<file path="src/logic/vrf_geom_pkg.sv">
`default_nettype none

// Geometry of the banked vector register file and its port numbering
package vrf_geom_pkg;

  localparam int unsigned NrBanks      = 4;
  localparam int unsigned WordWidth    = 32;
  localparam int unsigned NrVregs      = 8;
  localparam int unsigned WordsPerVreg = NrBanks;

  localparam int unsigned BankBits = $clog2(NrBanks);
  localparam int unsigned RowBits  = $clog2(NrVregs);

  // Element address: {register number, element index}; element index selects the bank
  typedef logic [RowBits+BankBits-1:0] addr_t;
  typedef logic [RowBits-1:0]          row_t;
  typedef logic [WordWidth-1:0]        data_t;
  typedef logic [WordWidth/8-1:0]      be_t;

  localparam int unsigned NrWritePorts = 2;
  localparam int unsigned NrReadPorts  = 3;

  // Write port indices
  localparam int unsigned ALU_WR = 0;
  localparam int unsigned LSU_WR = 1;

  // Read port indices
  localparam int unsigned ALU_VS2_RD = 0;
  localparam int unsigned ALU_VS1_RD = 1;
  localparam int unsigned LSU_RD     = 2;

endpackage : vrf_geom_pkg

`default_nettype wire
</file>
<file path="src/logic/vec_regfile.sv">
`timescale 1ns/1ps
`default_nettype none

module vec_regfile #(
  parameter int unsigned NrRows = 8
) (
  input  logic                                                 clk_i,
  input  logic                                                 rst_n_i,
  // Write ports
  input  vrf_geom_pkg::addr_t [vrf_geom_pkg::NrWritePorts-1:0] waddr_i,
  input  vrf_geom_pkg::data_t [vrf_geom_pkg::NrWritePorts-1:0] wdata_i,
  input  logic                [vrf_geom_pkg::NrWritePorts-1:0] we_i,
  input  vrf_geom_pkg::be_t   [vrf_geom_pkg::NrWritePorts-1:0] wbe_i,
  output logic                [vrf_geom_pkg::NrWritePorts-1:0] wvalid_o,
  // Read ports
  input  vrf_geom_pkg::addr_t [vrf_geom_pkg::NrReadPorts-1:0]  raddr_i,
  input  logic                [vrf_geom_pkg::NrReadPorts-1:0]  re_i,
  output vrf_geom_pkg::data_t [vrf_geom_pkg::NrReadPorts-1:0]  rdata_o,
  output logic                [vrf_geom_pkg::NrReadPorts-1:0]  rvalid_o
);

  import vrf_geom_pkg::*;

  localparam int unsigned RowW = $clog2(NrRows);

  // Per-bank physical port signals
  logic  [NrBanks-1:0][RowW-1:0]      bank_waddr;
  data_t [NrBanks-1:0]                bank_wdata;
  logic  [NrBanks-1:0]                bank_we;
  be_t   [NrBanks-1:0]                bank_wbe;
  logic  [NrBanks-1:0][2:0][RowW-1:0] bank_raddr;
  data_t [NrBanks-1:0][2:0]           bank_rdata;

  logic [NrBanks-1:0][NrWritePorts-1:0] write_request;
  logic [NrBanks-1:0][NrReadPorts-1:0]  read_request;

  ////////////////////////////////////////////////////////////////////////////
  // Bank decode
  ////////////////////////////////////////////////////////////////////////////

  for (genvar bank = 0; bank < NrBanks; bank++) begin : gen_request
    for (genvar port = 0; port < NrWritePorts; port++) begin : gen_wr
      assign write_request[bank][port] =
          we_i[port] && (waddr_i[port][BankBits-1:0] == BankBits'(bank));
    end
    for (genvar port = 0; port < NrReadPorts; port++) begin : gen_rd
      assign read_request[bank][port] =
          re_i[port] && (raddr_i[port][BankBits-1:0] == BankBits'(bank));
    end
  end

  ////////////////////////////////////////////////////////////////////////////
  // Write mapping
  ////////////////////////////////////////////////////////////////////////////

  always_comb begin
    bank_waddr = '0;
    bank_wdata = '0;
    bank_we    = '0;
    bank_wbe   = '0;
    wvalid_o   = '0;

    // One write port per bank, ALU ahead of LSU
    for (int unsigned bank = 0; bank < NrBanks; bank++) begin
      if (write_request[bank][ALU_WR]) begin
        bank_waddr[bank] = waddr_i[ALU_WR][BankBits +: RowW];
        bank_wdata[bank] = wdata_i[ALU_WR];
        bank_we[bank]    = 1'b1;
        bank_wbe[bank]   = wbe_i[ALU_WR];
        wvalid_o[ALU_WR] = 1'b1;
      end else if (write_request[bank][LSU_WR]) begin
        bank_waddr[bank] = waddr_i[LSU_WR][BankBits +: RowW];
        bank_wdata[bank] = wdata_i[LSU_WR];
        bank_we[bank]    = 1'b1;
        bank_wbe[bank]   = wbe_i[LSU_WR];
        wvalid_o[LSU_WR] = 1'b1;
      end
    end
  end

  ////////////////////////////////////////////////////////////////////////////
  // Read mapping
  ////////////////////////////////////////////////////////////////////////////

  always_comb begin
    // Bank read port 2 has no client here and stays at row zero
    bank_raddr = '0;
    rdata_o    = '0;
    rvalid_o   = '0;

    for (int unsigned bank = 0; bank < NrBanks; bank++) begin
      // Bank read port 0 serves vs2 only
      if (read_request[bank][ALU_VS2_RD]) begin
        bank_raddr[bank][0]  = raddr_i[ALU_VS2_RD][BankBits +: RowW];
        rdata_o[ALU_VS2_RD]  = bank_rdata[bank][0];
        rvalid_o[ALU_VS2_RD] = 1'b1;
      end

      // Bank read port 1: vs1 first, then the LSU
      if (read_request[bank][ALU_VS1_RD]) begin
        bank_raddr[bank][1]  = raddr_i[ALU_VS1_RD][BankBits +: RowW];
        rdata_o[ALU_VS1_RD]  = bank_rdata[bank][1];
        rvalid_o[ALU_VS1_RD] = 1'b1;
      end else if (read_request[bank][LSU_RD]) begin
        bank_raddr[bank][1] = raddr_i[LSU_RD][BankBits +: RowW];
        rdata_o[LSU_RD]     = bank_rdata[bank][1];
        rvalid_o[LSU_RD]    = 1'b1;
      end
    end
  end

  ////////////////////////////////////////////////////////////////////////////
  // Banks
  ////////////////////////////////////////////////////////////////////////////

  for (genvar bank = 0; bank < NrBanks; bank++) begin : gen_bank
    vec_bank #(
      .NrRows (NrRows)
    ) i_vec_bank (
      .clk_i   (clk_i),
      .rst_n_i (rst_n_i),
      .waddr_i (bank_waddr[bank]),
      .wdata_i (bank_wdata[bank]),
      .we_i    (bank_we[bank]),
      .wbe_i   (bank_wbe[bank]),
      .raddr_i (bank_raddr[bank]),
      .rdata_o (bank_rdata[bank])
    );
  end

endmodule : vec_regfile

`default_nettype wire

</file>
<file path="src/logic/vec_bank.sv">
`timescale 1ns/1ps
`default_nettype none

module vec_bank #(
  parameter int unsigned NrRows = 8
) (
  input  logic                                 clk_i,
  input  logic                                 rst_n_i,
  // Write port
  input  logic [$clog2(NrRows)-1:0]            waddr_i,
  input  vrf_geom_pkg::data_t                  wdata_i,
  input  logic                                 we_i,
  input  vrf_geom_pkg::be_t                    wbe_i,
  // Read ports
  input  logic [2:0][$clog2(NrRows)-1:0]       raddr_i,
  output vrf_geom_pkg::data_t [2:0]            rdata_o
);

  import vrf_geom_pkg::*;

  localparam int unsigned NrBytes = WordWidth / 8;

  data_t mem_q [NrRows];

  // Byte-enabled write, whole bank cleared on reset
  always_ff @(posedge clk_i) begin
    if (!rst_n_i) begin
      mem_q <= '{default: '0};
    end else if (we_i) begin
      for (int unsigned b = 0; b < NrBytes; b++) begin
        if (wbe_i[b]) begin
          mem_q[waddr_i][8*b +: 8] <= wdata_i[8*b +: 8];
        end
      end
    end
  end

  // Asynchronous reads see the old word during a same-cycle write
  for (genvar p = 0; p < 3; p++) begin : gen_read
    assign rdata_o[p] = mem_q[raddr_i[p]];
  end

endmodule : vec_bank

`default_nettype wire

</file>
<file path="config.mk">
export PLATFORM = sky130hd
export DESIGN_NAME = vec_regfile
export DESIGN_NICKNAME = d
export VERILOG_FILES = /design/src/logic/vrf_geom_pkg.sv /design/src/logic/vec_regfile.sv /design/src/logic/vec_bank.sv
export SDC_FILE = /design/constraint.sdc
export NUM_CORES = 2
export LEC_CHECK = 0
export BUFFER_PORTS_ARGS = -buffer_cell sky130_fd_sc_hd__buf_2
export CAP_MARGIN = 0
export CORE_MARGIN = 3
export CORE_UTILIZATION = 50
export DETAILED_ROUTE_END_ITERATION = 8
export PLACE_DENSITY = 0.67
export SLEW_MARGIN = 20
export SYNTH_ARGS = -nofsm -noshare
export SYNTH_HDL_FRONTEND = slang
export SYNTH_SLANG_ARGS = --single-unit
export TNS_END_PERCENT = 30
</file>
<file path="constraint.sdc">
create_clock -name clk_i -period 2.7 [get_ports clk_i]
set_input_delay 0.405 -clock clk_i [delete_from_list [all_inputs] [get_ports clk_i]]
set_output_delay 0.405 -clock clk_i [all_outputs]
set_load 0.1 [all_outputs]
</file>
==> impl_metrics.ini <==
[outcome]
status = complete, but fails checks
violations = setup timing

[placed_design]
dp_hpwl_um = 202000
portBuffers = 204
placed_area_um2 = 72700
gp_congestion = 1.08
preCtsSetupSlack_ns = -1.21

[logic_synthesis]
synth_edf_count = 0
synth_cell_types = 77
synth_top_family_by_area = compound AO/OA/AOI/OAI gates
synthesis.nets = 6543
synthMuxAreaShare_pct = 13.1
synth_seq_cells = 1024
synthFlopType = dfxtp_1
yosys_warnings = 0
synth_compound_area_share_pct = 31.7
yosys.area_share.xor_xnor_pct = 0
async_flop_share_pct = 0
synth_area_leader_cell = dfxtp_1
syn_avg_cell_area_um2 = 9.13
synthTopCellsByArea = dfxtp_1 (35%), o211a_1 (17%), mux2i_1 (8.8%)
synthAdderAreaFrac_pct = 0
netlist.area_leader.share_pct = 34.9
syn-cell-area_um2 = 58800
yosys.area_share.simple_pct = 15.8
yosysSeqAreaShare_pct = 34.9
netlist_instances = 6439

[power_and_ir_drop]
powerDensity_nw_per_um2 = 490
leakage_nw = 41.0
power.total_mw = 39.2
vdd_drop_max_uv = 560

[floorplan]
die-height_um = 349
rows = 125
core-area_um2 = 117000
start_util_pct = 50.5
die_width_um = 349
design.die.area_um2 = 122000
io_pins = 205

[critical_path]
worstPathArrival_ns = 3.27
cpLargestDelayFamily = compound AO/OA/AOI/OAI gates
crit_slowest_cell = o211ai_1
critPathMaxFanout = 8
crit_type = in2out
end_kind = primary output
startpoint_type = input pin
cp_num_buf_inv = 7
path_cells = buf_12, buf_6, or3b_4, buf_6, a21boi_4, buf_6, nor2_4, buf_12, a22oi_2, o2111ai_4, o211ai_1, buf_4, buf_12
slowest_delay_ns = 0.70
cp_data_required_time_ns = 2.30

[job]
maxCapViolCount = 0

[routing]
ant_nets = 0
wl_per_cell_um = 31.9
drt-total-wl_um = 284000
first_pass_iters = 8
drt_iter0_drc = 9734
viasPerCell = 7.06
num_vias = 62999
drc = 0

[sta]
worst_slack_ns = -0.972
finalClockSkew_ns = 0
finalSetupTns_ns = -58.89
fmax_mhz = 272
period_share_pct = 136
fin_crit_ns = 3.67
rsz0062_at_grt = yes
slew_viol_final = 0
tightest_slew_ns = 1.24
max-slew-margin-rel_pct = 17.6
setup_viol_count_final = 98
hold_viol_final = 0

[grt]
grt_overflow_total = 0
grt_pass1_vias = 58821
antenna_found_initial = 24
grtUsageTotal_pct = 44.5
grt_pass1_wl_um = 402000
grt_max_degree = 130

[final_layout]
regMostFlops = gen_bank.i_vec_bank.mem_q
layout.cells.most_common = nand2_1
reg.largest.list = gen_bank.i_vec_bank.mem_q: 1024 flops
post-route-cell-area_um2 = 80000
largest_reg_flops = 1024
multiInputGateArea_um2 = 38700
layout_common_cells = nand2_1 (1296), o211a_1 (1024), dfxtp_1 (1016)
regArea_um2 = 20500
nFillCells = 8747
design.final.nets = 7388
layout-drive-gt1-share_pct = 29.9
syn_to_final_growth_pct = 36.0

[clock_tree]
cts_tree = yes
postCtsHoldBufs = 0
clock-sinks = 1024
max-clock-path-buffers = 3
cts_root_buffer = clkbuf_16
clk_latency_ns = 0.71
clk_pin_slew_worst_paths_ns = 0.05
htree_levels = 3
numCtsBuffers = 112

[min_path]
hp-class = in2reg
what timing repair did:
| item | 4_1_cts | 5_1_grt |
|---|---|---|
| endpoints found under the setup margin | 98 | 98 |
| setup buffers | 84 | 21 |
| cloned | 9 | 1 |
| resized for setup | 304 | 165 |
| pin swaps | 124 | 82 |
| endpoints found under the hold margin | 0 | 0 |
synthesized netlist by cell type, types with 7 or more instances:
cell type  number
a2111oi_2      14
a211oi_1      245
a21oi_1       147
a221oi_1       98
a22oi_1       238
a22oi_4        12
a31oi_1        17
a32oi_1        36
and2_1         51
buf_1          27
buf_2         206
buf_4          28
clkbuf_1      329
dfxtp_1      1024
inv_1           9
mux2_2         34
mux2i_1       519
mux4_2         94
nand2_1      1314
nand2b_1        9
nand3_1       123
nand4_1        53
nand4b_1       16
nor2_1         91
nor2_2         22
nor2_4         61
nor2b_1       121
nor3_1         61
nor4_1         13
nor4bb_1        7
o2111ai_1      17
o211a_1      1024
o211ai_1       57
o21ai_0        76
o21ai_1        15
o22ai_1       122
o31a_1          9
o31ai_1         7
or3_4          12
path summary, 6_finish.rpt:
path | start | to | slack [ns] | depth (start not counted)
worst max-delay path | raddr_i[6] | rdata_o[42] | -0.97 | 13
worst min-delay path | rst_n_i | gen_bank[3].i_vec_bank.mem_q[110] | 0.12 | 2
worst max register to register | gen_bank[1].i_vec_bank.mem_q[2] | gen_bank[1].i_vec_bank.mem_q[2] | 1.93 | 2
worst min register to register | gen_bank[3].i_vec_bank.mem_q[58] | gen_bank[3].i_vec_bank.mem_q[58] | 0.52 | 1
worst register-to-register path: stages (launching register included):
cell and delay (ns):
dfxtp_2 0.32, buf_4 0.14, o211a_1 0.21
where the power goes:
part | switching, mW | leakage (nW) | internal [mW] | total (mW)
Combinational | 4.40 | 30.8 | 2.62 | 7.02
Sequential | 0.160 | 8.26 | 15.3 | 15.5
Clock | 6.87 | 1.98 | 9.84 | 16.7
Total | 11.4 | 41.0 | 27.7 | 39.2
cell type report:
type	count	area share (%)
multi-input combinational	4811	48.4
sequential	1024	25.6
timing repair buffer	1326	18.6
clock buffer	162	4.24
tap	1524	2.38
clock inverter	46	0.708
antenna	20	0.0626
inverter	9	0.0422
kinds of logic after synthesis:
kind of cell / after synthesis
buffers and inverters: 605
flip-flops: 1024
multiplexers: 647
AND/OR/NAND/NOR: 1991
AO/OA/AOI/OAI: 2172
routing by layer:
metal,global-route usage [%],share of wire [%],vias to the layer above
li1,-,-,26338
met1,56.8,37,30543
met2,62.2,40,4914
met3,18.0,16,1192
met4,27.8,7.4,12
met5,0,0.050,-
per-stage QoR:
| step | utilization (%) | hold slack [ns] | std cells |
|---|---|---|---|
| finish | 68.7 | 0.115 | 8922 |
| global route | 68.6 | 0.141 | 8906 |
| CTS | 67.8 | 0.115 | 8885 |
| detailed placement | 62.4 | 0.502 | 8586 |
| global placement | 62.4 | 0.494 | 8586 |
| floorplan | - | 0.482 | 6439 |
Power figures use the tool's default switching activity.
