===== src/logic/vrf_geom_pkg.sv =====
`default_nettype none

// Geometry of the banked vector register file and its port numbering
package vrf_geom_pkg;

  localparam int unsigned NrBanks      = 4;
  localparam int unsigned WordWidth    = 32;
  localparam int unsigned NrVregs      = 8;
  localparam int unsigned WordsPerVreg = NrBanks;

  localparam int unsigned BankBits = $clog2(NrBanks);
  localparam int unsigned RowBits  = $clog2(NrVregs);

  // Element address: {register number, element index}; element index selects the bank
  typedef logic [RowBits+BankBits-1:0] addr_t;
  typedef logic [RowBits-1:0]          row_t;
  typedef logic [WordWidth-1:0]        data_t;
  typedef logic [WordWidth/8-1:0]      be_t;

  localparam int unsigned NrWritePorts = 2;
  localparam int unsigned NrReadPorts  = 3;

  // Write port indices
  localparam int unsigned ALU_WR = 0;
  localparam int unsigned LSU_WR = 1;

  // Read port indices
  localparam int unsigned ALU_VS2_RD = 0;
  localparam int unsigned ALU_VS1_RD = 1;
  localparam int unsigned LSU_RD     = 2;

endpackage : vrf_geom_pkg

`default_nettype wire

===== src/logic/vec_lsu.sv =====
`timescale 1ns/1ps
`default_nettype none

module vec_lsu (
  input  logic                  clk_i,
  input  logic                  rst_n_i,
  // Load side
  input  logic                  load_req_i,
  input  vrf_geom_pkg::addr_t   load_addr_i,
  input  vrf_geom_pkg::data_t   load_data_i,
  input  vrf_geom_pkg::be_t     load_be_i,
  output logic                  load_done_o,
  // Store side
  input  logic                  store_req_i,
  input  vrf_geom_pkg::addr_t   store_addr_i,
  output logic                  store_valid_o,
  output vrf_geom_pkg::data_t   store_data_o,
  // Register file write port
  output vrf_geom_pkg::addr_t   wr_addr_o,
  output vrf_geom_pkg::data_t   wr_data_o,
  output logic                  wr_we_o,
  output vrf_geom_pkg::be_t     wr_be_o,
  input  logic                  wr_valid_i,
  // Register file read port
  output vrf_geom_pkg::addr_t   rd_addr_o,
  output logic                  rd_re_o,
  input  vrf_geom_pkg::data_t   rd_data_i,
  input  logic                  rd_valid_i
);

  import vrf_geom_pkg::*;

  logic  load_pend_q;
  logic  load_done_q;
  logic  store_pend_q;
  logic  store_valid_q;
  addr_t load_addr_q;
  data_t load_data_q;
  be_t   load_be_q;
  addr_t store_addr_q;
  data_t store_data_q;

  // Pending flags, each request retries until the register file grants it
  always_ff @(posedge clk_i) begin
    if (!rst_n_i) begin
      load_pend_q   <= 1'b0;
      load_done_q   <= 1'b0;
      store_pend_q  <= 1'b0;
      store_valid_q <= 1'b0;
    end else begin
      load_done_q   <= load_pend_q && wr_valid_i;
      store_valid_q <= store_pend_q && rd_valid_i;
      if (!load_pend_q) begin
        load_pend_q <= load_req_i;
      end else if (wr_valid_i) begin
        load_pend_q <= 1'b0;
      end
      if (!store_pend_q) begin
        store_pend_q <= store_req_i;
      end else if (rd_valid_i) begin
        store_pend_q <= 1'b0;
      end
    end
  end

  always_ff @(posedge clk_i) begin
    if (!load_pend_q && load_req_i) begin
      load_addr_q <= load_addr_i;
      load_data_q <= load_data_i;
      load_be_q   <= load_be_i;
    end
    if (!store_pend_q && store_req_i) begin
      store_addr_q <= store_addr_i;
    end
    // Capture read data in the grant cycle
    if (store_pend_q && rd_valid_i) begin
      store_data_q <= rd_data_i;
    end
  end

  assign wr_addr_o = load_addr_q;
  assign wr_data_o = load_data_q;
  assign wr_be_o   = load_be_q;
  assign wr_we_o   = load_pend_q;

  assign rd_addr_o = store_addr_q;
  assign rd_re_o   = store_pend_q;

  assign load_done_o   = load_done_q;
  assign store_valid_o = store_valid_q;
  assign store_data_o  = store_data_q;

endmodule : vec_lsu

`default_nettype wire


===== config.mk =====
export PLATFORM = sky130hd
export DESIGN_NAME = vec_lsu
export DESIGN_NICKNAME = d
export VERILOG_FILES = /design/src/logic/vrf_geom_pkg.sv /design/src/logic/vec_lsu.sv
export SDC_FILE = /design/constraint.sdc
export NUM_CORES = 1
export LEC_CHECK = 0
export BUFFER_PORTS_ARGS = -buffer_cell sky130_fd_sc_hd__buf_2
export CAP_MARGIN = 30
export CORE_MARGIN = 3
export CORE_UTILIZATION = 38
export CTS_BUF_LIST = sky130_fd_sc_hd__clkbuf_8
export DETAILED_ROUTE_END_ITERATION = 7
export HOLD_SLACK_MARGIN = 0.03
export PLACE_DENSITY = 0.74
export SLEW_MARGIN = 15
export SYNTH_ARGS = -nofsm -noshare
export SYNTH_HDL_FRONTEND = slang
export SYNTH_SLANG_ARGS = --single-unit

===== constraint.sdc =====
create_clock -name clk_i -period 2.8 [get_ports clk_i]
set_clock_uncertainty 0.2 [all_clocks]
set_input_delay 0 -clock clk_i [delete_from_list [all_inputs] [get_ports clk_i]]
set_output_delay 0 -clock clk_i [all_outputs]
set_load 0.02 [all_outputs]

==> results of run 1 <==
placed cells by master, fill, tap and decap left out:
cell type and n:
clkinvlp_4 2, o21a_1 1, nor2b_4 1, clkinv_2 1, nor2_1 1, bufinv_16 1, o21ai_0 1, and3_1 2
buf_2 165, inv_1 1, and2_1 1, nor2b_1 2, buf_4 2, dfxtp_1 4, clkbuf_8 9, clkinv_1 2
edfxtp_1 78, dlygate4sd3_1 83
power by group through the flow:
| stage | Combinational (mW) | Clock [mW] | Sequential (mW) |
|---|---|---|---|
| 2_1_floorplan | 0.0242 | 0 | 1.54 |
| 3_3_place_gp | 0.224 | 0 | 1.46 |
| 3_5_place_dp | 0.227 | 0 | 1.46 |
| 4_1_cts | 0.317 | 0.806 | 1.43 |
| 5_1_grt | 0.345 | 0.859 | 1.44 |
| 6_report | 0.322 | 0.789 | 1.44 |
Yosys cell counts:
library cell,number,area share
nor2_1,1,0.0015
nor2b_1,3,0.0076
o21ai_0,1,0.0020
o21a_1,1,0.0030
dfxtp_1,4,0.032
edfxtp_1,78,0.95
and3_1,2,0.0051
and2_1,1,0.0025
cell type report:
type,instances,area (sq um)
Fill cell,354,1700
Multi-Input combinational cell,9,61.3
Timing Repair Buffer,250,1670
Clock buffer,9,124
Clock inverter,7,61.3
Sequential cell,82,2420
Tap cell,75,93.8
worst max-delay path by stage:
stage	start	to	slack, ns	cells past startpoint
after floorplan	wr_we_o	wr_addr_o[0]	0.68	1
after global placement	wr_we_o	wr_data_o[15]	1.38	2
after detailed placement	wr_we_o	wr_data_o[8]	1.33	2
after CTS	wr_we_o	wr_addr_o[4]	1.31	2
after global routing	wr_we_o	wr_data_o[16]	1.25	2
final	wr_we_o	wr_data_o[16]	1.33	2
layer usage:
| layer | wire length, microns | part of all wire |
|---|---|---|
| met2 | 3410 | 0.48 |
| met4 | 29 | 0.0041 |
| met3 | 1060 | 0.15 |
| met1 | 2650 | 0.37 |
| met5 | 0 | 0 |
sequential cells by signal, summed over array words and instances (netlist names):
register / count
store_data_o: 32
wr_data_o: 32
rd_addr_o: 5
wr_addr_o: 5
wr_be_o: 4
load_done_o: 1
rd_re_o: 1
store_valid_o: 1
wr_we_o: 1
logic make-up (layout without fill, tap and decap cells):
group / count (synthesis) / count (layout) / synth area share
compound gates: 2 / 2 / 0.00505
buf+inv: 0 / 266 / 0
flops: 82 / 82 / 0.978
simple gates: 7 / 7 / 0.0167
worst reg2reg max path, cell delays in order (launching register included):
cell and delay (ns):
dfxtp_1 0.35, nor2b_4 0.11, buf_4 0.43
==> results.cfg, run 1 <==
[power_and_ir_drop]
seq_power_share = 0.564
peakVddDrop_mv = 0.382
power_frac_clock = 0.310
p_sw_frac = 0.223
p_leak_nw = 1.91
switchingPower_uw = 569
power_frac_comb = 0.127
p_total_mw = 2.55
power.density_nw_per_um2 = 574
p_int_mw = 1.98

[worst_setup_path]
cp_max_fo = 42
arrival_ns = 1.24
crit_family = buffers and inverters
max_stage_delay_ns = 0.43
r2r_end = wr_data_o[16]
reg2reg_depth = 2
cpMaxStageDelayCell = buf_4
required_ns = 2.57
path_class = reg2reg
r2r_setup_slack_ns = 1.33
cp_cell_sequence = nor2b_4, buf_4
worstPathBufferInverterCount = 1
startpoint_type = register
r2r_start = wr_we_o
endpoint_kind = register

[sta]
whs_ns = 0.165
slew_headroom = 0.667
tightest_slew_ns = 0.499
fin_setup_tns_ns = 0
period_share = 0.527
fin_crit_ns = 1.47
setup_viol = 0
slew_viol_final = 0
fmax_mhz = 678
hold_viol = 0
rsz0062_at_grt = no
fin_ws_ns = 1.33

[grt]
grt_pass1_vias = 2134
antenna_found_initial = 0
met2_usage = 0.327
use_met1 = 0.223
gr-usage-all-layers = 0.196
grt_pass1_wl_mm = 10.9
grt_max_degree = 43
use_met3 = 0.0951
grt-busiest-layer = met2
grt_overflow = 0

[min_path]
hold_class = in2reg
holdPathStages = 2
worstHoldEndpoint = store_data_o[25]
hp-start = rd_data_i[25]

[clocking]
ctsResizeCount = 0
cts_setup_buffers = 0
numCtsBuffers = 9
cts_root_buffer = clkbuf_8
clock_latency_ns = 0.33
cts_tree = done
cts-hold-fix-buffers = 83
clock_sinks = 82
htree_levels = 3
cts.clk_slew.worst_paths_ns = 0.08
clk_path_buf_depth = 2

[routing]
vias = 1885
drt_iter0_drc = 82
dr.pass1.iters = 4
postRouteAntennaNets = 0
drt-vias-per-instance = 4.36
wl_mm = 7.15
wl_per_cell_microns = 16.6
drc = 0

[job]
maxCapViolCount = 0

[outcome]
outcome = complete, no violations

[yosys]
synth_cells = 91
syn_nets = 175
synth.avg_cell_area_sq_um = 27.2
yosys_warnings = 0
ys_types = 8
ys_ff_latch = 82
synth_area_sq_um = 2480
ys_seq_area_frac = 0.978

[layout]
final_util = 0.723
finalInstanceArea_sq_um = 4430
syn_to_final_growth_pct = 79.1
n_antenna_cell = 0
final_cell_count_no_fill = 432
drive_above_1_share = 0.507
nets = 436

[place]
postPlaceCellArea_sq_um = 3420
pre_cts_ws_ns = 1.33
gp_congestion = 0.727
dp.cells = 333
numPortBuffers = 165

[die]
dieHeight_microns = 86.7
die_area_sq_um = 7520
start_util = 0.404
die_x_microns = 86.7
core_sq_um = 6130
pin_count = 166
num_rows = 28
Power figures use the tool's default switching activity.
==> inputs of run 2 (changes only) <==
Settings changed: ABC_AREA set to 1.
Clock period 2.8 ns to 1.2 ns, I/O delays scaled along.
==> run 2 against run 1 <==
Effect of this change:
- the run now ends with negative setup slack left
- area after synthesis rose by 0.56%
- first-iteration DRC count fell by 3.7%
- cell area rose by 5.4%
- global-route usage fell by 0.63 points
- die area rose by 0.52%
- core utilization rose by 3.9 points
==> results.cfg, run 2 <==
[layout]
mostFrequentLayoutCell = buf_2
nets = 454
most-common-layout-cells = buf_2, dlygate4sd3_1, edfxtp_1, clkbuf_8
multiInputGateArea_sq_um = 65.1
num-fill-cells = 363
register_area_sq_um = 2430
drive_above_1_share = 0.528
syn_to_final_growth_pct = 87.7
finalInstanceArea_sq_um = 4670

[yosys]
yosys.area.top_type_share = 0.941
syn_nets = 182
synth.most_common_cell = edfxtp_1
yosys.area.top_type = edfxtp_1
ys_ff_latch = 82
async_reset_ff_frac = 0
synth_cells = 98
synth.avg_cell_area_sq_um = 25.4
yosys-top-cells-area = edfxtp_1, dfxtp_1, nor2_1, inv_1, nor2_2
ys_types = 7
synth-edff-count = 78
ys_seq_area_frac = 0.973
ys.flop_type = edfxtp_1
synth_area_sq_um = 2490
synthTopCellsByCount = edfxtp_1, nor2_1, dfxtp_1, inv_1, nand2_1
yosys_warnings = 0

[worst_setup_path]
max_stage_delay_ns = 0.36
cp_cell_sequence = nor2_4, buf_12, clkbuf_16
required_ns = 1.05
cp_max_fo = 5
arrival_ns = 1.11
path_class = reg2reg
crit_family = flip-flops
startpoint_type = register
worstPathBufferInverterCount = 2
endpoint_kind = register
cpMaxStageDelayCell = dfxtp_4

[grt]
grt_overflow = 0
grt_pass1_vias = 2120
antenna_found_initial = 0
grt_max_degree = 42
grt_pass1_wl_mm = 10.4
gr-usage-all-layers = 0.190

[power_and_ir_drop]
p_leak_nw = 2.02
power.density_nw_per_um2 = 1350
peakVddDrop_mv = 0.990

[sta]
fin_crit_ns = 1.26
hold_viol = 0
slew_viol_final = 0
fin_setup_tns_ns = -2.05
fin_ws_ns = -0.0620
slew_headroom = 0.903
setup_viol = 63
fmax_mhz = 792
period_share = 1.05
rsz0062_at_grt = yes
tightest_slew_ns = 0.144

[routing]
dr.pass1.iters = 4
wl_mm = 7.58
drt-vias-per-instance = 4.34
drt_iter0_drc = 79
postRouteAntennaNets = 0
vias = 1958
drc = 0
wl_per_cell_microns = 16.8

[place]
postPlaceCellArea_sq_um = 3500
hpwl_mm = 4.52
numPortBuffers = 165
gp_congestion = 0.719

[clocking]
cts.clk_slew.worst_paths_ns = 0.08
htree_levels = 3
clk_path_buf_depth = 2
clock_sinks = 82
cts_tree = done
cts_root_buffer = clkbuf_8
clock_latency_ns = 0.33
numCtsBuffers = 9

[min_path]
hold_class = in2reg

[die]
start_util = 0.406
dieHeight_microns = 86.9
core_sq_um = 6130
die_x_microns = 86.9
die_area_sq_um = 7560
num_rows = 28
pin_count = 166

[outcome]
outcome = finished, violations left
violations = negative setup slack

[job]
maxCapViolCount = 0
-- run 2: cells by family after synthesis --
group	count (synthesis)	share of synthesized area
flip-flops	82	0.973
AND/OR/NAND/NOR	12	0.0211
buffers and inverters	4	0.00603
-- run 2: metrics by stage --
step	setup slack, ns	hold slack (ns)	instances	total power [mW]	utilization
floorplan	-0.385	-0.101	98	3.66	-
global route	-0.0652	0.120	450	6.51	0.762
CTS	-0.0220	0.0540	442	6.24	0.740
global placement	0.00829	-0.0230	343	3.96	0.570
detailed placement	-0.0118	-0.0219	343	3.98	0.570
finish	-0.0620	0.129	451	6.29	0.762
-- run 2: repair_timing --
action                     in CTS  in global routing
pin swaps                       0                  1
gates cloned                    0                  5
gates resized for setup         0                  4
hold buffers                   83                  0
hold endpoints to repair      119                  0
setup buffers                   0                  3
setup endpoints to repair      49                 73
-- run 2: routing by layer --
| metal | global-route usage | wire, microns | up-vias |
|---|---|---|---|
| met3 | 0.0435 | 354 | 10 |
| met1 | 0.174 | 2540 | 958 |
| li1 | - | - | 919 |
| met2 | 0.377 | 4550 | 71 |
| met5 | 0 | 0 | - |
| met4 | 0.0992 | 138 | 0 |
-- run 2: final timing paths --
| kind | slack, ns | from | cells after the start | to |
|---|---|---|---|---|
| worst min register to register | 0.34 | rd_re_o | 2 | store_valid_o |
| worst min-delay path | 0.13 | load_req_i | 5 | wr_data_o[28] |
| worst max register to register | -0.06 | wr_we_o | 3 | wr_be_o[1] |
| worst max-delay path | -0.06 | wr_we_o | 3 | wr_be_o[1] |
-- run 2: report_power, final --
group	internal (mW)	switching, mW	total (mW)
logic	0.451	0.419	0.870
clock network	1.15	0.924	2.08
registers	3.30	0.0392	3.34
total	4.90	1.38	6.29
-- run 2: worst register-to-register path, cell delays in order, from the launching register on --
cell and delay (ns):
dfxtp_4 0.36, nor2_4 0.14, buf_12 0.14, clkbuf_16 0.15
-- run 2: layout make-up --
type                            instances  area share
Inverter                                4     0.00402
Clock buffer                            9      0.0265
Multi-Input combinational cell         12      0.0139
Sequential cell                        82       0.520
Antenna cell                            1    0.000535
Clock inverter                          7      0.0185
Tap cell                               75      0.0201
Timing Repair Buffer                  261       0.397
