<file path="src/logic/vfu_pkg.sv">
`default_nettype none

// Vector functional unit encodings
package vfu_pkg;

  typedef enum logic [1:0] {
    OP_ADD = 2'd0,
    OP_SUB = 2'd1,
    OP_AND = 2'd2,
    OP_XOR = 2'd3
  } alu_op_e;

  typedef enum logic {
    ST_IDLE = 1'b0,
    ST_RUN  = 1'b1
  } alu_state_e;

endpackage : vfu_pkg

`default_nettype wire

</file>
<file path="src/logic/vrf_geom_pkg.sv">
`default_nettype none

// Geometry of the banked vector register file and its port numbering
package vrf_geom_pkg;

  localparam int unsigned NrBanks      = 4;
  localparam int unsigned WordWidth    = 32;
  localparam int unsigned NrVregs      = 8;
  localparam int unsigned WordsPerVreg = NrBanks;

  localparam int unsigned BankBits = $clog2(NrBanks);
  localparam int unsigned RowBits  = $clog2(NrVregs);

  // Element address: {register number, element index}; element index selects the bank
  typedef logic [RowBits+BankBits-1:0] addr_t;
  typedef logic [RowBits-1:0]          row_t;
  typedef logic [WordWidth-1:0]        data_t;
  typedef logic [WordWidth/8-1:0]      be_t;

  localparam int unsigned NrWritePorts = 2;
  localparam int unsigned NrReadPorts  = 3;

  // Write port indices
  localparam int unsigned ALU_WR = 0;
  localparam int unsigned LSU_WR = 1;

  // Read port indices
  localparam int unsigned ALU_VS2_RD = 0;
  localparam int unsigned ALU_VS1_RD = 1;
  localparam int unsigned LSU_RD     = 2;

endpackage : vrf_geom_pkg

`default_nettype wire
</file>
<file path="src/logic/vec_alu.sv">
`timescale 1ns/1ps
`default_nettype none

module vec_alu (
  input  logic                  clk_i,
  input  logic                  rst_n_i,
  // Command
  input  logic                  start_i,
  input  vfu_pkg::alu_op_e      op_i,
  input  vrf_geom_pkg::row_t    vd_i,
  input  vrf_geom_pkg::row_t    vs1_i,
  input  vrf_geom_pkg::row_t    vs2_i,
  output logic                  busy_o,
  output logic                  done_o,
  // Operand reads
  output vrf_geom_pkg::addr_t   vs1_addr_o,
  output logic                  vs1_re_o,
  input  vrf_geom_pkg::data_t   vs1_data_i,
  output vrf_geom_pkg::addr_t   vs2_addr_o,
  output logic                  vs2_re_o,
  input  vrf_geom_pkg::data_t   vs2_data_i,
  // Result write
  output vrf_geom_pkg::addr_t   wr_addr_o,
  output vrf_geom_pkg::data_t   wr_data_o,
  output logic                  wr_we_o,
  output vrf_geom_pkg::be_t     wr_be_o
);

  import vrf_geom_pkg::*;
  import vfu_pkg::*;

  alu_state_e          state_q;
  logic [BankBits-1:0] elem_q;
  logic                wr_we_q;
  logic                done_q;
  logic                start;
  logic                last_elem;

  alu_op_e op_q;
  row_t    vd_q;
  row_t    vs1_q;
  row_t    vs2_q;
  addr_t   wr_addr_q;
  data_t   wr_data_q;
  data_t   result;

  assign start     = (state_q == ST_IDLE) && start_i && !busy_o;
  assign last_elem = (elem_q == BankBits'(WordsPerVreg - 1));

  // Element-wise operation, subtract is vs2 - vs1
  always_comb begin
    case (op_q)
      OP_ADD:  result = vs2_data_i + vs1_data_i;
      OP_SUB:  result = vs2_data_i - vs1_data_i;
      OP_AND:  result = vs2_data_i & vs1_data_i;
      OP_XOR:  result = vs2_data_i ^ vs1_data_i;
      default: result = '0;
    endcase
  end

  always_ff @(posedge clk_i) begin
    if (!rst_n_i) begin
      state_q <= ST_IDLE;
      elem_q  <= '0;
      wr_we_q <= 1'b0;
      done_q  <= 1'b0;
    end else begin
      // A result is written the cycle after its operands were read
      wr_we_q <= (state_q == ST_RUN);
      done_q  <= (state_q == ST_RUN) && last_elem;
      case (state_q)
        ST_IDLE: begin
          if (start) begin
            state_q <= ST_RUN;
            elem_q  <= '0;
          end
        end
        ST_RUN: begin
          elem_q <= elem_q + 1'b1;
          if (last_elem) begin
            state_q <= ST_IDLE;
          end
        end
        default: state_q <= ST_IDLE;
      endcase
    end
  end

  // Command and result payload
  always_ff @(posedge clk_i) begin
    if (start) begin
      op_q  <= op_i;
      vd_q  <= vd_i;
      vs1_q <= vs1_i;
      vs2_q <= vs2_i;
    end
    if (state_q == ST_RUN) begin
      wr_addr_q <= {vd_q, elem_q};
      wr_data_q <= result;
    end
  end

  assign vs1_addr_o = {vs1_q, elem_q};
  assign vs2_addr_o = {vs2_q, elem_q};
  assign vs1_re_o   = (state_q == ST_RUN);
  assign vs2_re_o   = (state_q == ST_RUN);

  assign wr_addr_o = wr_addr_q;
  assign wr_data_o = wr_data_q;
  assign wr_we_o   = wr_we_q;
  assign wr_be_o   = '1;

  // Busy covers the read phase and the trailing write
  assign busy_o = (state_q == ST_RUN) || wr_we_q;
  assign done_o = done_q;

endmodule : vec_alu

`default_nettype wire

</file>
<file path="config.mk">
export PLATFORM = sky130hd
export DESIGN_NAME = vec_alu
export DESIGN_NICKNAME = d
export VERILOG_FILES = /design/src/logic/vfu_pkg.sv /design/src/logic/vrf_geom_pkg.sv /design/src/logic/vec_alu.sv
export SDC_FILE = /design/constraint.sdc
export NUM_CORES = 1
export LEC_CHECK = 0
export BUFFER_PORTS_ARGS = -buffer_cell sky130_fd_sc_hd__clkbuf_2
export CELL_PAD_IN_SITES_DETAIL_PLACEMENT = 1
export CELL_PAD_IN_SITES_GLOBAL_PLACEMENT = 1
export CORE_UTILIZATION = 44
export DETAILED_ROUTE_END_ITERATION = 8
export PLACE_DENSITY = 0.91
export SLEW_MARGIN = 40
export SYNTH_ARGS = -nofsm -noshare
export SYNTH_HDL_FRONTEND = slang
export SYNTH_SLANG_ARGS = --single-unit
export TNS_END_PERCENT = 30
</file>
<file path="constraint.sdc">
create_clock -name clk_i -period 8.2 [get_ports clk_i]
set_input_delay 0.82 -clock clk_i [delete_from_list [all_inputs] [get_ports clk_i]]
set_output_delay 0.82 -clock clk_i [all_outputs]
set_load 0.01 [all_outputs]
</file>
==> results of run 1 <==
registers in the layout (all words and copies together), names as in the netlist:
| name | count |
|---|---|
| wr_addr_o | 5 |
| vd_q | 3 |
| vs1_q | 3 |
| vs2_q | 3 |
| op_q | 2 |
| elem_q | 2 |
| vs1_re_o | 1 |
| done_o | 1 |
| wr_we_o | 1 |
| wr_data_o | 32 |
worst register-to-register path, stage by stage, from the launching register on:
cell and delay (ns):
sky130_fd_sc_hd__edfxtp_1 0.89, sky130_fd_sc_hd__inv_1 0.61, sky130_fd_sc_hd__nand2_1 0.63, sky130_fd_sc_hd__nand2_1 0.15, sky130_fd_sc_hd__xor2_1 0.18, sky130_fd_sc_hd__ha_1 0.37
sky130_fd_sc_hd__and3_1 0.23, sky130_fd_sc_hd__nand2_1 0.07, sky130_fd_sc_hd__a31oi_1 0.23, sky130_fd_sc_hd__o22ai_1 0.23, sky130_fd_sc_hd__a211oi_1 0.63, sky130_fd_sc_hd__o21ai_0 0.24
sky130_fd_sc_hd__a31o_2 0.28, sky130_fd_sc_hd__a31o_2 0.22
worst max path at each step:
stage                       start            end  slack, ns  depth (start not counted)
floorplan           vs1_data_i[0]  wr_data_o[29]       3.97                         17
global placement    vs1_data_i[0]  wr_data_o[29]       2.98                         18
detailed placement  vs1_data_i[0]  wr_data_o[29]       2.88                         18
CTS                       op_q[1]  wr_data_o[29]       2.99                         13
global route              op_q[1]  wr_data_o[29]       2.64                         13
finish                    op_q[1]  wr_data_o[29]       2.99                         13
power by group:
part	switching [mW]	internal [mW]	leakage (nW)
clock network	0.112	0.118	0.0763
logic	0.238	0.162	2.13
registers	0.00972	0.331	0.495
cells in the final DEF, fill, tap and decap left out, types with 6 or more instances in the layout:
cell type                    n
sky130_fd_sc_hd__a21o_1      6
sky130_fd_sc_hd__a21oi_1    45
sky130_fd_sc_hd__and3_1      8
sky130_fd_sc_hd__clkbuf_2  129
sky130_fd_sc_hd__edfxtp_1   48
sky130_fd_sc_hd__ha_1       65
sky130_fd_sc_hd__inv_1      18
sky130_fd_sc_hd__mux2i_1    23
sky130_fd_sc_hd__nand2_1    37
sky130_fd_sc_hd__nand2b_1   10
sky130_fd_sc_hd__nand3_1     8
sky130_fd_sc_hd__nand4_1     6
sky130_fd_sc_hd__nor2_1     40
sky130_fd_sc_hd__nor2b_1    11
sky130_fd_sc_hd__nor3_1      9
sky130_fd_sc_hd__o211ai_1    7
sky130_fd_sc_hd__o21a_1      9
sky130_fd_sc_hd__o21ai_0    31
sky130_fd_sc_hd__o31ai_1    10
sky130_fd_sc_hd__or3_1       6
sky130_fd_sc_hd__xnor2_1    20
sky130_fd_sc_hd__xor2_1     28
metrics by stage:
stage / hold slack (ns) / instance area [µm²]
5_1_grt: 0.4367 / 5906
3_3_place_gp: 0.4021 / 5747
2_1_floorplan: 0.4003 / 5016
6_report: 0.4251 / 5906
4_1_cts: 0.4258 / 5906
3_5_place_dp: 0.4066 / 5752
cell type report:
cell class              instances  share of cell area
well taps                     140             0.02966
multi-input cells             446              0.5585
repair buffers                132              0.1131
flip-flops and latches         53              0.2612
inverters                      18             0.01144
clock inverters                 3            0.004873
clock buffers                   5             0.02119
kinds of logic after synthesis:
group	Yosys count
adders and majority gates	66
buffers and inverters	41
other	1
and+or+nand+nor	153
muxes	28
DFF	53
AOI/OAI and AO/OA	146
xor gates and xnor gates	49
metal layers:
layer | up-vias | GRT usage | part of all wire
met3 | 29 | 0.04423 | 0.050
met1 | 2273 | 0.3087 | 0.43
met4 | 0 | 0.08977 | 0.020
met5 | - | 0 | 0
li1 | 2227 | - | -
met2 | 146 | 0.4869 | 0.50
synth_stat cells, types with 4 or more instances:
| master | instances |
|---|---|
| sky130_fd_sc_hd__dfxtp_1 | 5 |
| sky130_fd_sc_hd__mux2i_1 | 23 |
| sky130_fd_sc_hd__ha_1 | 65 |
| sky130_fd_sc_hd__a211oi_1 | 4 |
| sky130_fd_sc_hd__nand2_1 | 37 |
| sky130_fd_sc_hd__a21oi_1 | 45 |
| sky130_fd_sc_hd__nand3_1 | 8 |
| sky130_fd_sc_hd__o211ai_1 | 7 |
| sky130_fd_sc_hd__o31ai_1 | 10 |
| sky130_fd_sc_hd__edfxtp_1 | 48 |
| sky130_fd_sc_hd__inv_1 | 18 |
| sky130_fd_sc_hd__nor2b_1 | 12 |
| sky130_fd_sc_hd__a31oi_1 | 5 |
| sky130_fd_sc_hd__or3_1 | 6 |
| sky130_fd_sc_hd__and3_1 | 8 |
| sky130_fd_sc_hd__nand2b_1 | 10 |
| sky130_fd_sc_hd__a21o_1 | 6 |
| sky130_fd_sc_hd__nor4_1 | 4 |
| sky130_fd_sc_hd__nor3_1 | 9 |
| sky130_fd_sc_hd__xnor2_1 | 20 |
| sky130_fd_sc_hd__o21a_1 | 9 |
| sky130_fd_sc_hd__nor2_1 | 41 |
| sky130_fd_sc_hd__mux2_2 | 5 |
| sky130_fd_sc_hd__a221oi_1 | 5 |
| sky130_fd_sc_hd__xor2_1 | 28 |
| sky130_fd_sc_hd__o21bai_1 | 5 |
| sky130_fd_sc_hd__nand4_1 | 6 |
| sky130_fd_sc_hd__clkbuf_1 | 12 |
| sky130_fd_sc_hd__o21ai_0 | 31 |
| sky130_fd_sc_hd__buf_4 | 7 |
==> flow_summary.json, run 1 <==
{
  "post_synth_main_area_contributors": "sky130_fd_sc_hd__edfxtp_1 29%, sky130_fd_sc_hd__ha_1 16%, sky130_fd_sc_hd__xor2_1 4.9%, sky130_fd_sc_hd__mux2i_1 4.6%, sky130_fd_sc_hd__a21oi_1 4.5%",
  "layout.core_utilization": 0.5377,
  "cp.required_ns": 8.26,
  "critical-path-slowest-cell": "sky130_fd_sc_hd__edfxtp_1",
  "synthMuxAreaShare": 0.05725,
  "diodes": 0,
  "leakage_nw": 2.699,
  "clkSinkCount": 53,
  "yosysWarnings": 0,
  "grt_pass1_vias": 4982,
  "cp_top_family": "compound AO/OA/AOI/OAI gates",
  "path_clk_slew_ns": 0.08,
  "synth_top_family_by_area": "compound AO/OA/AOI/OAI gates",
  "synth.top_cell.area_share": 0.2880,
  "start_util": 0.4557,
  "path_cells": "inv_1 -> nand2_1 -> nand2_1 -> xor2_1 -> ha_1 -> and3_1 -> nand2_1 -> a31oi_1 -> o22ai_1 -> a211oi_1 -> o21ai_0 -> a31o_2 -> a31o_2",
  "die_x_um": 108.7,
  "number_of_antenna_violations_at_the_first_check_in_global_routing": 0,
  "synth_seq_cells": 53,
  "max_slew_margin": 0.4469,
  "synth-edff-count": 48,
  "report.final.hold_viol_count": 0,
  "number_of_max_cap_violations": 0,
  "holdCritStartpoint": "vd_q[2]",
  "hold_path_end": "wr_addr_o[4]",
  "max-vdd-ir-drop_uv": 86.32,
  "finalPower_uw": 970.9,
  "grt_pass1_wl_um": 24180,
  "max_freq_ghz": 0.1920,
  "fp-row-count": 38,
  "synthDistinctLibCells": 59,
  "dominant_cell_type_by_count_on_the_critical_path": "sky130_fd_sc_hd__nand2_1",
  "crit-reg2reg-capture": "wr_data_o[29]",
  "globalRouteOverflowTotal": 0,
  "area_of_the_multi_input_gates_um2": 3298,
  "setup_slack_of_the_critical_path_after_layout_ns": 2.992,
  "cts_hold_buf": 0,
  "placement.setup.worst_slack_ns": 2.876,
  "io_buffers": 129,
  "postSynthAreaPerCell_um2": 9.320,
  "totalNegativeSetupSlack_ns": 0,
  "cp.arrival_ns": 5.26,
  "slew_violations": 0,
  "n_fill_cell": 1351,
  "min-delay-path-class": "reg2reg",
  "min_period_over_period": 0.6351,
  "post_dp_hpwl_um": 12270,
  "grt_use_total": 0.2648,
  "cts_setup_buffers": 0,
  "reg2reg_start": "op_q[1]",
  "setup_viol": 0,
  "status": "finished clean",
  "htree_num_levels": 2,
  "dr_total_vias": 4675,
  "routabilityCongestion": 0.9175,
  "timing.hold.worst_path_depth": 0,
  "critical_path_peak_fanout": 23,
  "detail_route.drc_violations": 0,
  "reg2reg_slack_ns": 2.99,
  "worstSetupEndpointType": "register",
  "number_of_placed_cells_counting_well_taps": 789,
  "most_used_flip_flop_cell_after_synthesis": "sky130_fd_sc_hd__edfxtp_1",
  "synth_simple_gate_area_share": 0.1565,
  "proportion_of_layout_cells_with_a_drive_suffix_above_1": 0.2435,
  "final.setup_skew_ns": 0.007218,
  "tritoncts": "done",
  "clock_latency_ns": 0.30,
  "fp.dieH_um": 108.7,
  "vias_per_cell": 5.866,
  "tightestPinTransition_ns": 0.8296,
  "regArea_um2": 1543,
  "path_class": "reg2reg",
  "critical_path.startpoint_type": "register",
  "grt_max_degree": 47,
  "worstRegToRegCells": 13,
  "cp_num_buf_inv": 1,
  "min_period_ns": 5.208,
  "synth_compound_area_frac": 0.1875,
  "cpPeakStageDelay_ns": 0.89,
  "cts_buffers": 5,
  "drt_first_pass_iters": 4,
  "nNetsFinal": 800,
  "io-pin-count": 134,
  "wirelength_um": 15520,
  "cts_max_path_buffers": 2,
  "postSynth.asyncResetShare": 0,
  "avgRoutedWirePerCell_um": 19.48,
  "post-synth-top-area-cell": "sky130_fd_sc_hd__edfxtp_1",
  "synth_cells": 537,
  "rsz_0062_raised_after_global_routing": "false",
  "fp.dieArea_um2": 11800,
  "synth_fa_ha_area_frac": 0.1665,
  "p_per_area_nw_per_um2": 164.4,
  "root_buffer": "sky130_fd_sc_hd__clkbuf_16",
  "syn-cell-area_um2": 5005,
  "synth_xor_xnor_area_share": 0.08725,
  "post_cts_resized": 0,
  "detailedRoute.firstIterationViolations": 210,
  "area_growth_pct": 18.00,
  "ant_nets": 0,
  "synth-seq-area-share": 0.3080,
  "final-instance-count-excl-fill": 797,
  "core_area_um2": 10980
}
No activity file was read; power rests on OpenSTA's default activity.
==> inputs of run 2 (changes only) <==
ABC_AREA = 1   (was unset)
CORE_UTILIZATION = 39   (was 44)
PLACE_DENSITY = 0.85   (was 0.91)
clock period = 4.85 ns   (was 8.2 ns; I/O delays follow)
==> run 2 against run 1 <==
Effect of this change:
- clock-buffer cell count unchanged
- sequential share of layout area decreased by 4.0 points
- die area is 34% higher
- combinational power up 93%
- power grew 77%
- critical path depth grew 4
==> flow_summary.json, run 2 <==
{
  "status": "finished clean",
  "post_dp_hpwl_um": 17720,
  "report.final.hold_viol_count": 0,
  "synth_top_family_by_area": "simple AND/OR/NAND/NOR gates",
  "max_freq_ghz": 0.2840,
  "drt_first_pass_iters": 5,
  "avgRoutedWirePerCell_um": 17.33,
  "io_buffers": 129,
  "cpPeakStageDelay_ns": 0.47,
  "number_of_max_cap_violations": 0,
  "final.setup_skew_ns": 0.01149,
  "die_x_um": 126.0,
  "holdCritStartpoint": "vs1_i[0]",
  "reg2reg_slack_ns": 1.33,
  "syn-cell-area_um2": 5994,
  "max_slew_margin": 0.5320,
  "number_of_placed_cells_counting_well_taps": 1200,
  "tightestPinTransition_ns": 0.7012,
  "largest_register_ff_count": 32,
  "grt_use_total": 0.2695,
  "number_of_antenna_violations_at_the_first_check_in_global_routing": 0,
  "critical_path_peak_fanout": 23,
  "synth_cells": 898,
  "nNetsFinal": 1167,
  "cp.arrival_ns": 3.59,
  "detailedRoute.firstIterationViolations": 337,
  "cts_setup_buffers": 0,
  "fp.dieArea_um2": 15870,
  "mostFrequentLayoutCell": "sky130_fd_sc_hd__nand2_1",
  "slew_violations": 0,
  "synth_compound_area_frac": 0.1104,
  "final_cell_mix": "287 x sky130_fd_sc_hd__nand2_1, 143 x sky130_fd_sc_hd__inv_1, 129 x sky130_fd_sc_hd__clkbuf_2",
  "clkSinkCount": 53,
  "post_cts_resized": 0,
  "synthDistinctLibCells": 42,
  "detail_route.drc_violations": 0,
  "cp.required_ns": 4.92,
  "synth.top_cell.area_share": 0.2405,
  "reg2reg_start": "op_q[0]",
  "root_buffer": "sky130_fd_sc_hd__clkbuf_16",
  "clock_latency_ns": 0.31,
  "worstSetupEndpointType": "register",
  "area_growth_pct": 16.11,
  "cts_hold_buf": 0,
  "critical_path.startpoint_type": "register",
  "setup_viol": 0,
  "max-vdd-ir-drop_uv": 123.0,
  "placement.setup.worst_slack_ns": 1.275,
  "path_cells": "inv_1 -> nor2_4 -> inv_2 -> o21ai_2 -> o21ai_2 -> o21ai_1 -> nand2_1 -> ha_1 -> nand2_1 -> nor2_1 -> nand2_1 -> nor4_1 -> nand2_1 -> nand2_1 -> nand2_1 -> nand3_1 -> nand2_1",
  "proportion_of_layout_cells_with_a_drive_suffix_above_1": 0.1748,
  "dominant_cell_type_by_count_on_the_critical_path": "sky130_fd_sc_hd__nand2_1",
  "fp-row-count": 44,
  "yosysWarnings": 0,
  "ant_nets": 0,
  "n_fill_cell": 2025,
  "critical-path-slowest-cell": "sky130_fd_sc_hd__edfxtp_1",
  "postSynth.asyncResetShare": 0,
  "cts_buffers": 5,
  "core_area_um2": 14750,
  "setup_slack_of_the_critical_path_after_layout_ns": 1.329,
  "min_period_over_period": 0.7261,
  "synth-edff-count": 48,
  "grt_max_degree": 44,
  "crit-reg2reg-capture": "wr_data_o[26]",
  "post_synth_main_area_contributors": "sky130_fd_sc_hd__edfxtp_1 24%, sky130_fd_sc_hd__nand2_1 18%, sky130_fd_sc_hd__ha_1 14%, sky130_fd_sc_hd__inv_1 9.0%, sky130_fd_sc_hd__nor2_1 5.1%",
  "hold_path_end": "vs1_q[0]",
  "finalPower_mw": 1.714,
  "path_class": "reg2reg",
  "p_per_area_nw_per_um2": 246.2,
  "grt_pass1_vias": 6373,
  "leakage_nw": 3.727,
  "grt_pass1_wl_um": 32930,
  "globalRouteOverflowTotal": 0,
  "final-instance-count-excl-fill": 1208,
  "start_util": 0.4063,
  "diodes": 0,
  "rsz_0062_raised_after_global_routing": "false",
  "dr_total_vias": 6380,
  "postSynthAreaPerCell_um2": 6.675,
  "synth_simple_gate_area_share": 0.3408,
  "totalNegativeSetupSlack_ns": 0,
  "htree_num_levels": 2,
  "synth_fa_ha_area_frac": 0.1390,
  "min-delay-path-class": "in2reg",
  "io-pin-count": 134,
  "timing.hold.worst_path_depth": 1,
  "layout.core_utilization": 0.4718,
  "min_period_ns": 3.521,
  "path_clk_slew_ns": 0.07,
  "most_used_flip_flop_cell_after_synthesis": "sky130_fd_sc_hd__edfxtp_1",
  "cts_max_path_buffers": 2,
  "synthMuxAreaShare": 0,
  "vias_per_cell": 5.281,
  "routabilityCongestion": 0.9368,
  "synth-seq-area-share": 0.2571,
  "post-synth-top-count-cell": "sky130_fd_sc_hd__nand2_1",
  "worstRegToRegCells": 17,
  "post-synth-top-area-cell": "sky130_fd_sc_hd__edfxtp_1",
  "wirelength_um": 20940,
  "synth_seq_cells": 53,
  "tritoncts": "done",
  "fp.dieH_um": 126.0,
  "synth_xor_xnor_area_share": 0.04091,
  "yosys-top-cells-count": "287 x sky130_fd_sc_hd__nand2_1, 143 x sky130_fd_sc_hd__inv_1, 81 x sky130_fd_sc_hd__nor2_1"
}
==> run 2: cell count changes in the layout (fill, tap and decap cells not counted), sizes merged, moves of 12 or more <==
cell / previous run / this run
nor2: 41 / 91
mux2i: 23 / 0
inv: 20 / 148
a22o: 1 / 16
nor2b: 12 / 0
xnor2: 21 / 8
nand2: 37 / 297
nand3: 8 / 59
==> run 2: metal layers <==
layer,vias up,wire length [µm],global-route usage
met2,181,9738,0.4612
met5,-,0,0
met4,0,346,0.06520
li1,3135,-,-
met1,3035,10040,0.3649
met3,29,814,0.02549
==> run 2: worst max-delay path: cells and delay by family, from the launching register on <==
| kind | cells | cell delay [ns] |
|---|---|---|
| compound gates | 3 | 0.44 |
| fa+ha+maj | 1 | 0.36 |
| buf+inv | 2 | 0.42 |
| flops | 1 | 0.47 |
| simple gates | 11 | 1.59 |
==> run 2: metrics by stage <==
stage	area (µm²)	hold WS (ns)
after detailed placement	6809	0.4114
after global placement	6807	0.4008
final	6960	0.3555
after global routing	6960	0.3486
after floorplan	6006	0.4003
after CTS	6955	0.3481
==> run 2: kinds of logic after synthesis <==
family | after synthesis
AND/OR/NAND/NOR | 480
buffers and inverters | 166
AO/OA/AOI/OAI | 104
adder cells (fa/ha/maj) | 66
flip-flops | 53
XOR/XNOR | 28
other | 1
==> run 2: power by group <==
part / switching [mW] / leakage [nW] / internal, mW
logic: 0.511 / 3.16 / 0.259
clock network: 0.179 / 0.0702 / 0.193
registers: 0.0143 / 0.497 / 0.557
==> run 2: worst max path at each step <==
stage	start	end	slack, ns	cells past startpoint
after detailed placement	vs1_data_i[1]	wr_data_o[26]	1.27	20
final	op_q[0]	wr_data_o[26]	1.33	17
after global routing	op_q[0]	wr_data_o[26]	0.90	17
after floorplan	vs1_data_i[1]	wr_data_o[26]	2.02	19
after CTS	op_q[0]	wr_data_o[28]	1.37	17
after global placement	vs1_data_i[0]	wr_data_o[26]	1.34	20
==> run 2: cell type report <==
type	count	area, µm²	area share
repair buffers	134	683.2	0.09815
multi-input cells	682	3806	0.5468
well taps	184	230.2	0.03308
clock buffers	5	125.1	0.01798
clock inverters	3	21.27	0.003056
flip-flops and latches	53	1543	0.2216
inverters	147	551.8	0.07927
